<file path="config.mk">
export PLATFORM = sky130hd
export DESIGN_NAME = spec_check_top
export DESIGN_NICKNAME = d
export VERILOG_FILES = /design/src/source/spec_pkg.sv /design/src/source/retire_if.sv /design/src/source/retire_capture.sv /design/src/source/retire_fifo.sv /design/src/source/spec_check_top.sv /design/src/source/spec_step.sv
export VERILOG_INCLUDE_DIRS = /design/src /design/src/include
export SDC_FILE = /design/constraint.sdc
export NUM_CORES = 1
export LEC_CHECK = 0
export ABC_AREA = 0
export ABC_CLOCK_PERIOD_IN_PS = 40000
export BUFFER_PORTS_ARGS = -buffer_cell sky130_fd_sc_hd__buf_2
export CAP_MARGIN = 20
export CORE_MARGIN = 5
export CORE_UTILIZATION = 25
export DETAILED_ROUTE_END_ITERATION = 10
export SKIP_CTS_REPAIR_TIMING = 1
export SYNTH_ARGS = -nofsm -noshare
export SYNTH_HDL_FRONTEND = slang
export SYNTH_HIERARCHICAL = 1
export SYNTH_SLANG_ARGS = --single-unit
export TNS_END_PERCENT = 20
</file>
<file path="constraint.sdc">
create_clock -name clk_i -period 40 [get_ports clk_i]
set_clock_uncertainty 0.2 [all_clocks]
set_input_delay 4 -clock clk_i [delete_from_list [all_inputs] [get_ports clk_i]]
set_output_delay 4 -clock clk_i [all_outputs]
set_load 0.05 [all_outputs]
</file>
<file path="src/include/spec_check_macros.svh">
// Shared constants for the retirement checker.
// Include this file wherever the FIFO depth or the RV32 encodings are needed.

`ifndef SPEC_CHECK_MACROS_SVH
`define SPEC_CHECK_MACROS_SVH

// number of retire records the FIFO can hold, a power of two.
`define SPEC_FIFO_DEPTH 4

// major opcodes of the supported subset.
`define SPEC_OP_IMM   7'b0010011
`define SPEC_OP_REG   7'b0110011
`define SPEC_OP_LUI   7'b0110111
`define SPEC_OP_STORE 7'b0100011

// funct3 values for ADD/ADDI and for word stores.
`define SPEC_F3_ADD 3'b000
`define SPEC_F3_SW  3'b010

`endif

</file>
<file path="src/source/spec_pkg.sv">
// Types shared by the retirement checker.
// Holds the two decode views of an instruction word and the retire record
// that travels from capture through the FIFO to the specification step.

package spec_pkg;

    // I-type layout, also used to pick rd and funct3 for every format.
    typedef struct packed {
        logic [11:0] imm;
        logic [4:0]  rs1;
        logic [2:0]  funct3;
        logic [4:0]  rd;
        logic [6:0]  opcode;
    } i_type_t;

    // S-type layout. The immediate is split around rs2 and rs1.
    typedef struct packed {
        logic [6:0] imm_hi;
        logic [4:0] rs2;
        logic [4:0] rs1;
        logic [2:0] funct3;
        logic [4:0] imm_lo;
        logic [6:0] opcode;
    } s_type_t;

    // one instruction word, decoded through whichever view the opcode selects.
    typedef union packed {
        i_type_t i_view;
        s_type_t s_view;
    } insn_u;

    // one retired instruction as reported by the core.
    typedef struct packed {
        insn_u       insn;
        logic [31:0] pc;
        logic [31:0] rs1_val;
        logic [31:0] rs2_val;
        logic [31:0] rd_wdata;  // register write value the core claims.
        logic        rd_we;     // register write enable the core claims.
    } retire_rec_t;

endpackage

</file>
<file path="src/source/retire_if.sv">
// Carries one captured retire record from the capture stage into the FIFO.
// The producer drives every field and a record is written on each edge
// where push is high.

interface retire_if;

    logic              push;
    spec_pkg::insn_u   insn;
    logic [31:0]       pc;
    logic [31:0]       rs1_val;
    logic [31:0]       rs2_val;
    logic [31:0]       rd_wdata;
    logic              rd_we;

    modport producer (
        output push,
        output insn,
        output pc,
        output rs1_val,
        output rs2_val,
        output rd_wdata,
        output rd_we
    );

    modport buffer (
        input push,
        input insn,
        input pc,
        input rs1_val,
        input rs2_val,
        input rd_wdata,
        input rd_we
    );

endinterface

</file>
<file path="src/source/retire_capture.sv">
// Registers the core's retirement report into a single push on retire_if.
// Decouples the checker from the timing of the core's retire ports.

module retire_capture (
    input  logic              clk_i,
    input  logic              rst_i,
    input  logic              retire_valid_i,
    input  logic [31:0]       retire_insn_i,
    input  logic [31:0]       retire_pc_i,
    input  logic [31:0]       retire_rs1_i,
    input  logic [31:0]       retire_rs2_i,
    input  logic [31:0]       retire_rd_wdata_i,
    input  logic              retire_rd_we_i,
    retire_if.producer        rec_o
);

    // push is high for exactly one cycle per strobe.
    always_ff @(posedge clk_i) begin
        if (rst_i) begin
            rec_o.push <= 1'b0;
        end else begin
            rec_o.push <= retire_valid_i;
        end
    end

    // fields are only loaded when a report is present.
    always_ff @(posedge clk_i) begin
        if (retire_valid_i) begin
            rec_o.insn     <= retire_insn_i;
            rec_o.pc       <= retire_pc_i;
            rec_o.rs1_val  <= retire_rs1_i;
            rec_o.rs2_val  <= retire_rs2_i;
            rec_o.rd_wdata <= retire_rd_wdata_i;
            rec_o.rd_we    <= retire_rd_we_i;
        end
    end

endmodule

</file>
<file path="src/source/retire_fifo.sv">
// Circular buffer of retire records between capture and the spec step.
// The read side presents the oldest record while not empty and drops it
// on pop. A push into a full buffer without a pop is lost and flagged.

`include "spec_check_macros.svh"

module retire_fifo (
    input  logic                  clk_i,
    input  logic                  rst_i,
    retire_if.buffer              rec_i,
    input  logic                  pop_i,
    output spec_pkg::retire_rec_t rec_o,
    output logic                  empty_o,
    output logic                  overflow_o
);

    localparam int unsigned fifo_depth = `SPEC_FIFO_DEPTH;
    localparam int unsigned ptr_w      = $clog2(fifo_depth);

    // the extra top bit tells full from empty when the indices match.
    logic [ptr_w:0]        wr_ptr_q;
    logic [ptr_w:0]        rd_ptr_q;
    spec_pkg::retire_rec_t mem_q [fifo_depth];
    spec_pkg::retire_rec_t push_rec;
    logic                  full;
    logic                  do_push;
    logic                  do_pop;

    assign push_rec = '{
        insn:     rec_i.insn,
        pc:       rec_i.pc,
        rs1_val:  rec_i.rs1_val,
        rs2_val:  rec_i.rs2_val,
        rd_wdata: rec_i.rd_wdata,
        rd_we:    rec_i.rd_we
    };

    assign empty_o = (wr_ptr_q == rd_ptr_q);
    assign full    = (wr_ptr_q[ptr_w] != rd_ptr_q[ptr_w]) &&
                     (wr_ptr_q[ptr_w-1:0] == rd_ptr_q[ptr_w-1:0]);

    assign do_pop  = pop_i && !empty_o;
    assign do_push = rec_i.push && (!full || do_pop);  // a pop frees the slot this cycle.

    assign rec_o = mem_q[rd_ptr_q[ptr_w-1:0]];

    always_ff @(posedge clk_i) begin
        if (rst_i) begin
            wr_ptr_q   <= '0;
            rd_ptr_q   <= '0;
            overflow_o <= 1'b0;
        end else begin
            if (do_push) begin
                wr_ptr_q <= wr_ptr_q + 1'b1;
            end
            if (do_pop) begin
                rd_ptr_q <= rd_ptr_q + 1'b1;
            end
            overflow_o <= rec_i.push && !do_push;
        end
    end

    always_ff @(posedge clk_i) begin
        if (do_push) begin
            mem_q[wr_ptr_q[ptr_w-1:0]] <= push_rec;
        end
    end

endmodule

</file>
<file path="src/source/spec_check_top.sv">
// Top level of the retirement checker.
// Connect the core's retire ports here. Results appear on the spec step
// outputs, check_valid_o marks the end of each record, and overflow_o
// reports records lost to a full FIFO.

module spec_check_top (
    input  logic        clk_i,
    input  logic        rst_i,
    input  logic        retire_valid_i,
    input  logic [31:0] retire_insn_i,
    input  logic [31:0] retire_pc_i,
    input  logic [31:0] retire_rs1_i,
    input  logic [31:0] retire_rs2_i,
    input  logic [31:0] retire_rd_wdata_i,
    input  logic        retire_rd_we_i,
    output logic        wx_en_o,
    output logic [4:0]  wx_addr_o,
    output logic [31:0] wx_o,
    output logic        mem_write_o,
    output logic [31:0] mem_addr_o,
    output logic [31:0] mem_wdata_o,
    output logic [3:0]  mem_be_o,
    output logic        mem_snd_gran_o,
    output logic        check_valid_o,
    output logic        mismatch_o,
    output logic        int_err_o,
    output logic        overflow_o
);

    retire_if              cap_rec ();
    spec_pkg::retire_rec_t head_rec;
    logic                  fifo_empty;
    logic                  step_pop;

    retire_capture i_capture (
        .clk_i,
        .rst_i,
        .retire_valid_i,
        .retire_insn_i,
        .retire_pc_i,
        .retire_rs1_i,
        .retire_rs2_i,
        .retire_rd_wdata_i,
        .retire_rd_we_i,
        .rec_o             (cap_rec)
    );

    retire_fifo i_fifo (
        .clk_i,
        .rst_i,
        .rec_i      (cap_rec),
        .pop_i      (step_pop),
        .rec_o      (head_rec),
        .empty_o    (fifo_empty),
        .overflow_o
    );

    spec_step i_step (
        .clk_i,
        .rst_i,
        .rec_i          (head_rec),
        .empty_i        (fifo_empty),
        .pop_o          (step_pop),
        .wx_en_o,
        .wx_addr_o,
        .wx_o,
        .mem_write_o,
        .mem_addr_o,
        .mem_wdata_o,
        .mem_be_o,
        .mem_snd_gran_o,
        .check_valid_o,
        .mismatch_o,
        .int_err_o
    );

endmodule

</file>
<file path="src/source/spec_step.sv">
// Reduced RV32 specification step for ADDI, ADD, LUI and SW.
// Pops one record when idle, registers the register write and the store
// granules under core-facing names, and compares against the core's claim.
// A misaligned store takes two cycles, one per granule.

`include "spec_check_macros.svh"

module spec_step (
    input  logic                  clk_i,
    input  logic                  rst_i,
    input  spec_pkg::retire_rec_t rec_i,
    input  logic                  empty_i,
    output logic                  pop_o,
    output logic                  wx_en_o,
    output logic [4:0]            wx_addr_o,
    output logic [31:0]           wx_o,
    output logic                  mem_write_o,
    output logic [31:0]           mem_addr_o,
    output logic [31:0]           mem_wdata_o,
    output logic [3:0]            mem_be_o,
    output logic                  mem_snd_gran_o,
    output logic                  check_valid_o,
    output logic                  mismatch_o,
    output logic                  int_err_o
);

    logic [6:0]  opcode;
    logic [2:0]  funct3;
    logic [4:0]  rd;
    logic [31:0] imm_i;
    logic [31:0] imm_s;
    logic        is_addi;
    logic        is_add;
    logic        is_lui;
    logic        is_sw;
    logic        supported;
    logic        misaligned;
    logic        spec_we;
    logic [31:0] spec_wdata;
    logic        reg_mismatch;
    logic [31:0] store_addr;
    logic [1:0]  k;
    logic [31:0] fst_addr;
    logic [3:0]  fst_be;
    logic [31:0] fst_wdata;
    logic [3:0]  snd_be;
    logic [31:0] snd_wdata;

    // second granule state, held across the extra cycle of a misaligned store.
    logic        snd_q;
    logic [31:0] snd_addr_q;
    logic [31:0] snd_wdata_q;
    logic [3:0]  snd_be_q;
    logic        snd_mismatch_q;

    assign opcode = rec_i.insn.i_view.opcode;
    assign funct3 = rec_i.insn.i_view.funct3;
    assign rd     = rec_i.insn.i_view.rd;

    assign imm_i = {{20{rec_i.insn.i_view.imm[11]}}, rec_i.insn.i_view.imm};
    assign imm_s = {{20{rec_i.insn.s_view.imm_hi[6]}},
                    rec_i.insn.s_view.imm_hi, rec_i.insn.s_view.imm_lo};

    assign is_addi = (opcode == `SPEC_OP_IMM) && (funct3 == `SPEC_F3_ADD);
    // funct7 occupies the top of the I immediate field.
    assign is_add  = (opcode == `SPEC_OP_REG) && (funct3 == `SPEC_F3_ADD) &&
                     (rec_i.insn.i_view.imm[11:5] == 7'd0);
    assign is_lui  = (opcode == `SPEC_OP_LUI);
    assign is_sw   = (opcode == `SPEC_OP_STORE) && (funct3 == `SPEC_F3_SW);
    assign supported = is_addi || is_add || is_lui || is_sw;

    always_comb begin
        spec_wdata = 32'd0;
        if (is_addi) begin
            spec_wdata = rec_i.rs1_val + imm_i;
        end else if (is_add) begin
            spec_wdata = rec_i.rs1_val + rec_i.rs2_val;
        end else if (is_lui) begin
            spec_wdata = {rec_i.insn[31:12], 12'd0};
        end
    end

    assign spec_we      = (is_addi || is_add || is_lui) && (rd != 5'd0);  // x0 is never written.
    assign reg_mismatch = (rec_i.rd_we != spec_we) ||
                          (spec_we && (rec_i.rd_wdata != spec_wdata));

    // store address split into a word address and a byte offset k.
    assign store_addr = rec_i.rs1_val + imm_s;
    assign k          = store_addr[1:0];
    assign fst_addr   = {store_addr[31:2], 2'b00};
    assign misaligned = is_sw && (k != 2'd0);

    assign fst_be    = 4'b1111 << k;
    assign fst_wdata = rec_i.rs2_val << {k, 3'b000};
    assign snd_be    = 4'b1111 >> (3'd4 - {1'b0, k});
    assign snd_wdata = rec_i.rs2_val >> (6'd32 - {1'b0, k, 3'b000});

    // no pop while the second granule is pending.
    assign pop_o = !empty_i && !snd_q;

    always_ff @(posedge clk_i) begin
        if (rst_i) begin
            snd_q          <= 1'b0;
            wx_en_o        <= 1'b0;
            mem_write_o    <= 1'b0;
            mem_snd_gran_o <= 1'b0;
            check_valid_o  <= 1'b0;
            mismatch_o     <= 1'b0;
            int_err_o      <= 1'b0;
        end else if (snd_q) begin
            snd_q          <= 1'b0;
            wx_en_o        <= 1'b0;
            mem_write_o    <= 1'b1;
            mem_snd_gran_o <= 1'b1;
            check_valid_o  <= 1'b1;  // the record ends with its second granule.
            mismatch_o     <= snd_mismatch_q;
            int_err_o      <= 1'b0;
        end else if (pop_o) begin
            snd_q          <= misaligned;
            wx_en_o        <= spec_we;
            mem_write_o    <= is_sw;
            mem_snd_gran_o <= 1'b0;
            check_valid_o  <= !misaligned;
            mismatch_o     <= is_sw ? (rec_i.rd_we && !misaligned) : (supported && reg_mismatch);
            int_err_o      <= !supported;
        end else begin
            wx_en_o        <= 1'b0;
            mem_write_o    <= 1'b0;
            mem_snd_gran_o <= 1'b0;
            check_valid_o  <= 1'b0;
            mismatch_o     <= 1'b0;
            int_err_o      <= 1'b0;
        end
    end

    always_ff @(posedge clk_i) begin
        if (snd_q) begin
            mem_addr_o  <= snd_addr_q;
            mem_wdata_o <= snd_wdata_q;
            mem_be_o    <= snd_be_q;
        end else if (pop_o) begin
            wx_addr_o      <= rd;
            wx_o           <= spec_wdata;
            mem_addr_o     <= fst_addr;
            mem_wdata_o    <= fst_wdata;
            mem_be_o       <= fst_be;
            snd_addr_q     <= fst_addr + 32'd4;
            snd_wdata_q    <= snd_wdata;
            snd_be_q       <= snd_be;
            snd_mismatch_q <= rec_i.rd_we;  // a store never writes rd.
        end
    end

endmodule

</file>
After elaboration in Yosys (flattened, before gate mapping)
Memories as Yosys holds them, arrays and structs flattened. A register that Yosys moved wholly into a read port is not among the register bits.
Cells that the tools add are included.
{ "totals": {"register_bits": 350, "latchBits": 0, "mem_count": 1, "mem_bits_ro": 0, "output_inout_bits": 112, "wordCells": 104, "ramBits": 644} }
{ "mem_list": {"columns": ["memory", "words", "width", "read_ports", "rd_ports_with_merged_regs", "wr", "line_no", "text"], "rows": [
  ["i_fifo.mem_q", 4, 161, 1, 1, 1, "retire_fifo.sv:23", "spec_pkg::retire_rec_t mem_q [fifo_depth];"]
]} }
{ "op_classes": {"order_cmp": 0, "add_sub_neg": 8, "n_bitwise": 2, "multipliers": 0, "n_mux": 21, "n_eq_ne": 10, "reduce_logical": 32, "div_mod_pow": 0, "shifts": 4} }
{ "ops": {"columns": ["cell", "n"], "rows": [
  ["32-bit 2-to-1 mux", 7],
  ["32-bit adder", 3],
  ["32-bit by 3-bit adder with 32-bit output (second input constant)", 1],
  ["32-bit != test", 1],
  ["32-bit by 5-bit left shift with 32-bit output", 1],
  ["32-bit by 6-bit right shift with 32-bit output", 1],
  ["7-bit by 6-bit == test with 1-bit output (second input constant)", 3],
  ["1-bit logical AND", 14],
  ["1-bit 2-to-1 mux", 10],
  ["4-bit 2-to-1 mux", 2],
  ["7-bit by 5-bit == test with 1-bit output (second input constant)", 1],
  ["7-bit zero test", 1],
  ["3-bit by 1-bit adder with 3-bit output (second input constant)", 2],
  ["1-bit zero test", 6],
  ["6-bit by 5-bit subtractor with 6-bit output (first input constant)", 1],
  ["1-bit logical OR", 5],
  ["5-bit nonzero test", 1],
  ["2-bit 2-to-1 mux", 2],
  ["2-bit nonzero test", 2],
  ["4-bit by 2-bit left shift with 4-bit output (first input constant)", 1],
  ["4-bit by 3-bit right shift with 4-bit output (first input constant)", 1],
  ["3-bit by 2-bit == test with 1-bit output (second input constant)", 1],
  ["3-bit == test", 1],
  ["3-bit zero test", 1],
  ["6 further kinds", 8]
]} }

Depth between registers and ports, before layout
{ "depth": {"word_depth": 12, "depth_mapped": 20, "ltp_nobuf": 15} }

Cells and area by module
Netlist, hierarchy kept.
{ "modules_own_cells": {"columns": ["mod", "instances", "cells_each", "area_each_um2"], "rows": [
  ["retire_fifo", 1, 898, 23765.3],
  ["spec_step", 1, 1441, 13430.4],
  ["retire_capture", 1, 163, 4868.4]
]} }

Worst setup path after synthesis
Ideal clock, no wire load.
{ "synth_timing": {"path_type": "register -> register", "startpoint": "reg i_step.snd_q", "endpoint": "reg i_fifo.wr_ptr_q[2]", "period_less_slack_ns": 15.987, "arrival_time_ns": 15.685, "required_ns": 39.698, "path_stages_with_launch": 7, "setup_slack_ns": 24.013, "path_cell_list": "dfxtp_1 > clkbuf_1 > clkbuf_1 > nor2_1 > inv_1 > a41oi_1 > mux2_2"} }
{ "synth_via": {"elab_chain_cells": 5} }
{ "synth_lines": {"columns": ["item", "line_no", "text"], "rows": [
  ["start: declaration", "spec_step.sv:50", "logic snd_q;"],
  ["start signal: assignment", "spec_step.sv:119", "snd_q <= misaligned;"],
  ["1-bit zero test", "spec_step.sv:99", "assign pop_o = !empty_i && !snd_q;"],
  ["1-bit logical AND", "spec_step.sv:99", null],
  ["via step_pop", "spec_check_top.sv:33", "logic step_pop;"],
  ["1-bit logical AND", "retire_fifo.sv:42", "assign do_pop = pop_i && !empty_o;"],
  ["1-bit logical OR", "retire_fifo.sv:43", "assign do_push = rec_i.push && (!full || do_pop);"],
  ["1-bit logical AND", "retire_fifo.sv:43", null],
  ["end signal: assignment", "retire_fifo.sv:54", "wr_ptr_q <= wr_ptr_q + 1'b1;"],
  ["end: declaration", "retire_fifo.sv:21", "logic [ptr_w:0] wr_ptr_q;"]
]} }
The timed path passes the listed nets, and every way through them passes these cells.
A chain may end at the register's enable or synchronous reset.

==> summary.md <==
| Metric | Value |
|---|---|
| IO Count | `276` |
| Commonest non-fill, non-tap cells in the layout | `edfxtp_1 (815), buf_2 (240), nand2_1 (153)` |
| Mapped Area | `36510 um^2` |
| Clock tree sinks | `832` |
| Number of H-tree levels | `3` |
| Max-cap viol count | `0` |
| Tcrit/Tclk final | `between 10% and 20%` |
| DR pass1 iterations | `5` |
| Die area | `153800 um^2` |
| Crit start category | `register` |
| Core outline area | `between 100000 and 150000 um^2` |
| Vias per cell | `~4.7` |
| FP Rows | `140` |
| Post-route ant nets | `0` |
| Root Buffer | `clkbuf_16` |
| Chip width | `392.1 um` |
| Final Critical Period | `~7.0 ns` |
| Slowest cell on crit path | `buf_4` |
| Wirelength, routed | `108400 um` |
| Synthesis Warnings | `6` |
| Port bufs | `241` |
| Crit Path Max Fanout | `37` |
| CTS tree | `done` |
| Initial antenna violation count | `12` |
| Grt peak-use layer | `met2` |
| WL per Instance | `~24 um` |
| Share of cells above drive strength 1 | `a little under a quarter` |
| Worst hold path type | `reg2reg` |
| Max Clock Freq | `142.2 MHz` |
| Worst Tran Pin Value | `approximately 1.1 ns` |
| Outcome | `finished, final reports clean` |
| Mean Syn Cell Area | `15.83 um^2` |
| Cells after synthesis | `approximately 2.3k` |
| Total negative slack | `0 ns` |
| Via count | `21.13k` |
| Delay-heaviest family, CP | `simple AND/OR/NAND/NOR gates` |
| CP peak stage delay | `0.73 ns` |
| Critical path class | `reg2reg` |
| RSZ-0062 raised after global routing | `no` |
| Met2 usage | `approximately a quarter` |
| DP HPWL | `78560 um` |
| Die Height | `392.1 um` |
| Crit. End Element | `register` |
| GRT Overall Usage | `13.89%` |
| Vias in the first global route | `21.22k` |
| Worst path cell trace | `buf_4, buf_4, mux4_2, or3_1, nor4_4, nand2_2, nor4_1, mux2i_1, nand4_1, xor2_1, a2111oi_0, nand4_1, nor4_1, a21oi_1` |
| Synthesis-to-finish area growth | `16.85%` |
| Layout filler cell count | `14.52k` |
| R2R depth | `14` |
| Largest net degree at the start of global routing | `80` |
| Nets | `2789` |
| WP depth | `14` |
| GRT met3 Usage | `2.596%` |
| Buf+Inv Stages, Crit Path | `2` |
| Clk slew on worst S/H paths | `0.07 ns` |
| Grt met1 use | `17.74%` |
| Fin area | `42660 um^2` |
| Worst skew pair latency | `approximately 0.70 ns` |
| First-pass GRT wire length | `154000 um` |
| Peak VDD IR | `0.00004548 V` |
| Commonest non-fill, non-tap cell in the layout | `edfxtp_1` |
| Worst reg2reg endpoint | `i_step/mismatch_o$_SDFF_PP0_` |
| DP Area | `approximately 40000 um^2` |
| Final setup fails | `0` |
| Initial core utilization | `between 20 and 30%` |
| Number of DRC markers in iteration 0 | `1802` |
| GR Overflow Total | `0` |
| P_leak | `13.94 nW` |
| Clk buf depth | `3` |
| Worst Hold Path EP | `i_fifo/mem_q[3][148]$_DFFE_PP_` |
| Power per Cell Area | `77.94 nW/um^2` |
| Hold depth | `0` |
| Max_slew headroom | `25.10%` |
| Final-report hold violation count | `0` |
| Residual DRC count | `0` |
| Num CTS Buffers | `87` |
| Total inserted antenna cells | `0` |
| Hold Path Origin | `i_capture/rec_o.insn[19]$_DFFE_PP_` |
| Routability cong. | `approximately 0.94` |
| Critical Path AT | `7.40 ns` |
| Max-slew violations | `0` |
| Worst Path Required | `40.37 ns` |
| Flop2flop setup slack | `32.97 ns` |
## report_power, final
part | switching (mW) | leakage [nW] | internal, mW
sequential | 0.0620 | 7.72 | 1.15
combinational | 0.914 | 4.85 | 0.394
clock | 0.344 | 1.37 | 0.459
## sequential cells by signal, summed over array words and instances, names as in the netlist, 4 cells and up, named ones only
signal and count:
i_fifo/mem_q 516, i_capture/rec_o.insn 32, i_capture/rec_o.rd_wdata 32, i_capture/rec_o.rs1_val 32
i_capture/rec_o.rs2_val 32, i_step/mem_wdata_o 32, i_step/snd_wdata_q 32, i_step/wx_o 32
i_step/mem_addr_o 30, i_step/snd_addr_q 30, i_step/wx_addr_o 5, i_step/mem_be_o 4
i_step/snd_be_q 4
## layer usage
metal  routed length [um]  share of wire, %  up-vias
li1                     -                 -     9552
met1                44850                41    10708
met2                54340                50      721
met3                 6430               5.9      147
met4                 2812               2.6        0
met5                    0                 0        -
## worst max-delay path by stage
stage | from | endpoint
final | register | i_step/mismatch_o$_SDFF_PP0_
after global routing | register | i_step/mismatch_o$_SDFF_PP0_
after CTS | register | i_step/mismatch_o$_SDFF_PP0_
after detailed placement | rst_i | i_step/mismatch_o$_SDFF_PP0_
after global placement | rst_i | i_step/mismatch_o$_SDFF_PP0_
after floorplan | i_step/snd_q$_SDFF_PP0_ | i_fifo/wr_ptr_q[2]$_SDFFE_PP0P_
## area by class of cell
type | count | area [um^2] | area share (%)
clock buffer | 106 | 2300 | 5.391
clock inverter | 51 | 540.5 | 1.267
inverter | 41 | 153.9 | 0.3608
multi-input combinational | 1315 | 11000 | 25.80
sequential | 832 | 24830 | 58.20
tap | 1917 | 2399 | 5.623
timing repair buffer | 269 | 1435 | 3.364
## worst reg2reg max path: cells and delay by family (launching register included)
family                 cells  cell delay, ns
AND/OR/NAND/NOR            7            2.92
buffers and inverters      2            1.43
multiplexers               2            0.86
flip-flops                 1            0.69
AO/OA/AOI/OAI              2            0.64
XOR/XNOR                   1            0.18
## through the flow
step           hold WS [ns]  setup slack (ns)  cells  total power, mW  utilization (%)
5_1_grt              0.2906             32.51   4531            3.491            29.34
2_1_floorplan        0.2546             25.85   2307            2.123                -
3_5_place_dp         0.2830             32.67   4373            2.540            27.37
3_3_place_gp         0.2719             32.63   4373            2.533            27.37
4_1_cts              0.2690             32.81   4530            3.355            29.33
6_report             0.2713             32.97   4531            3.325            29.34
(Power assumes the default switching activity.)
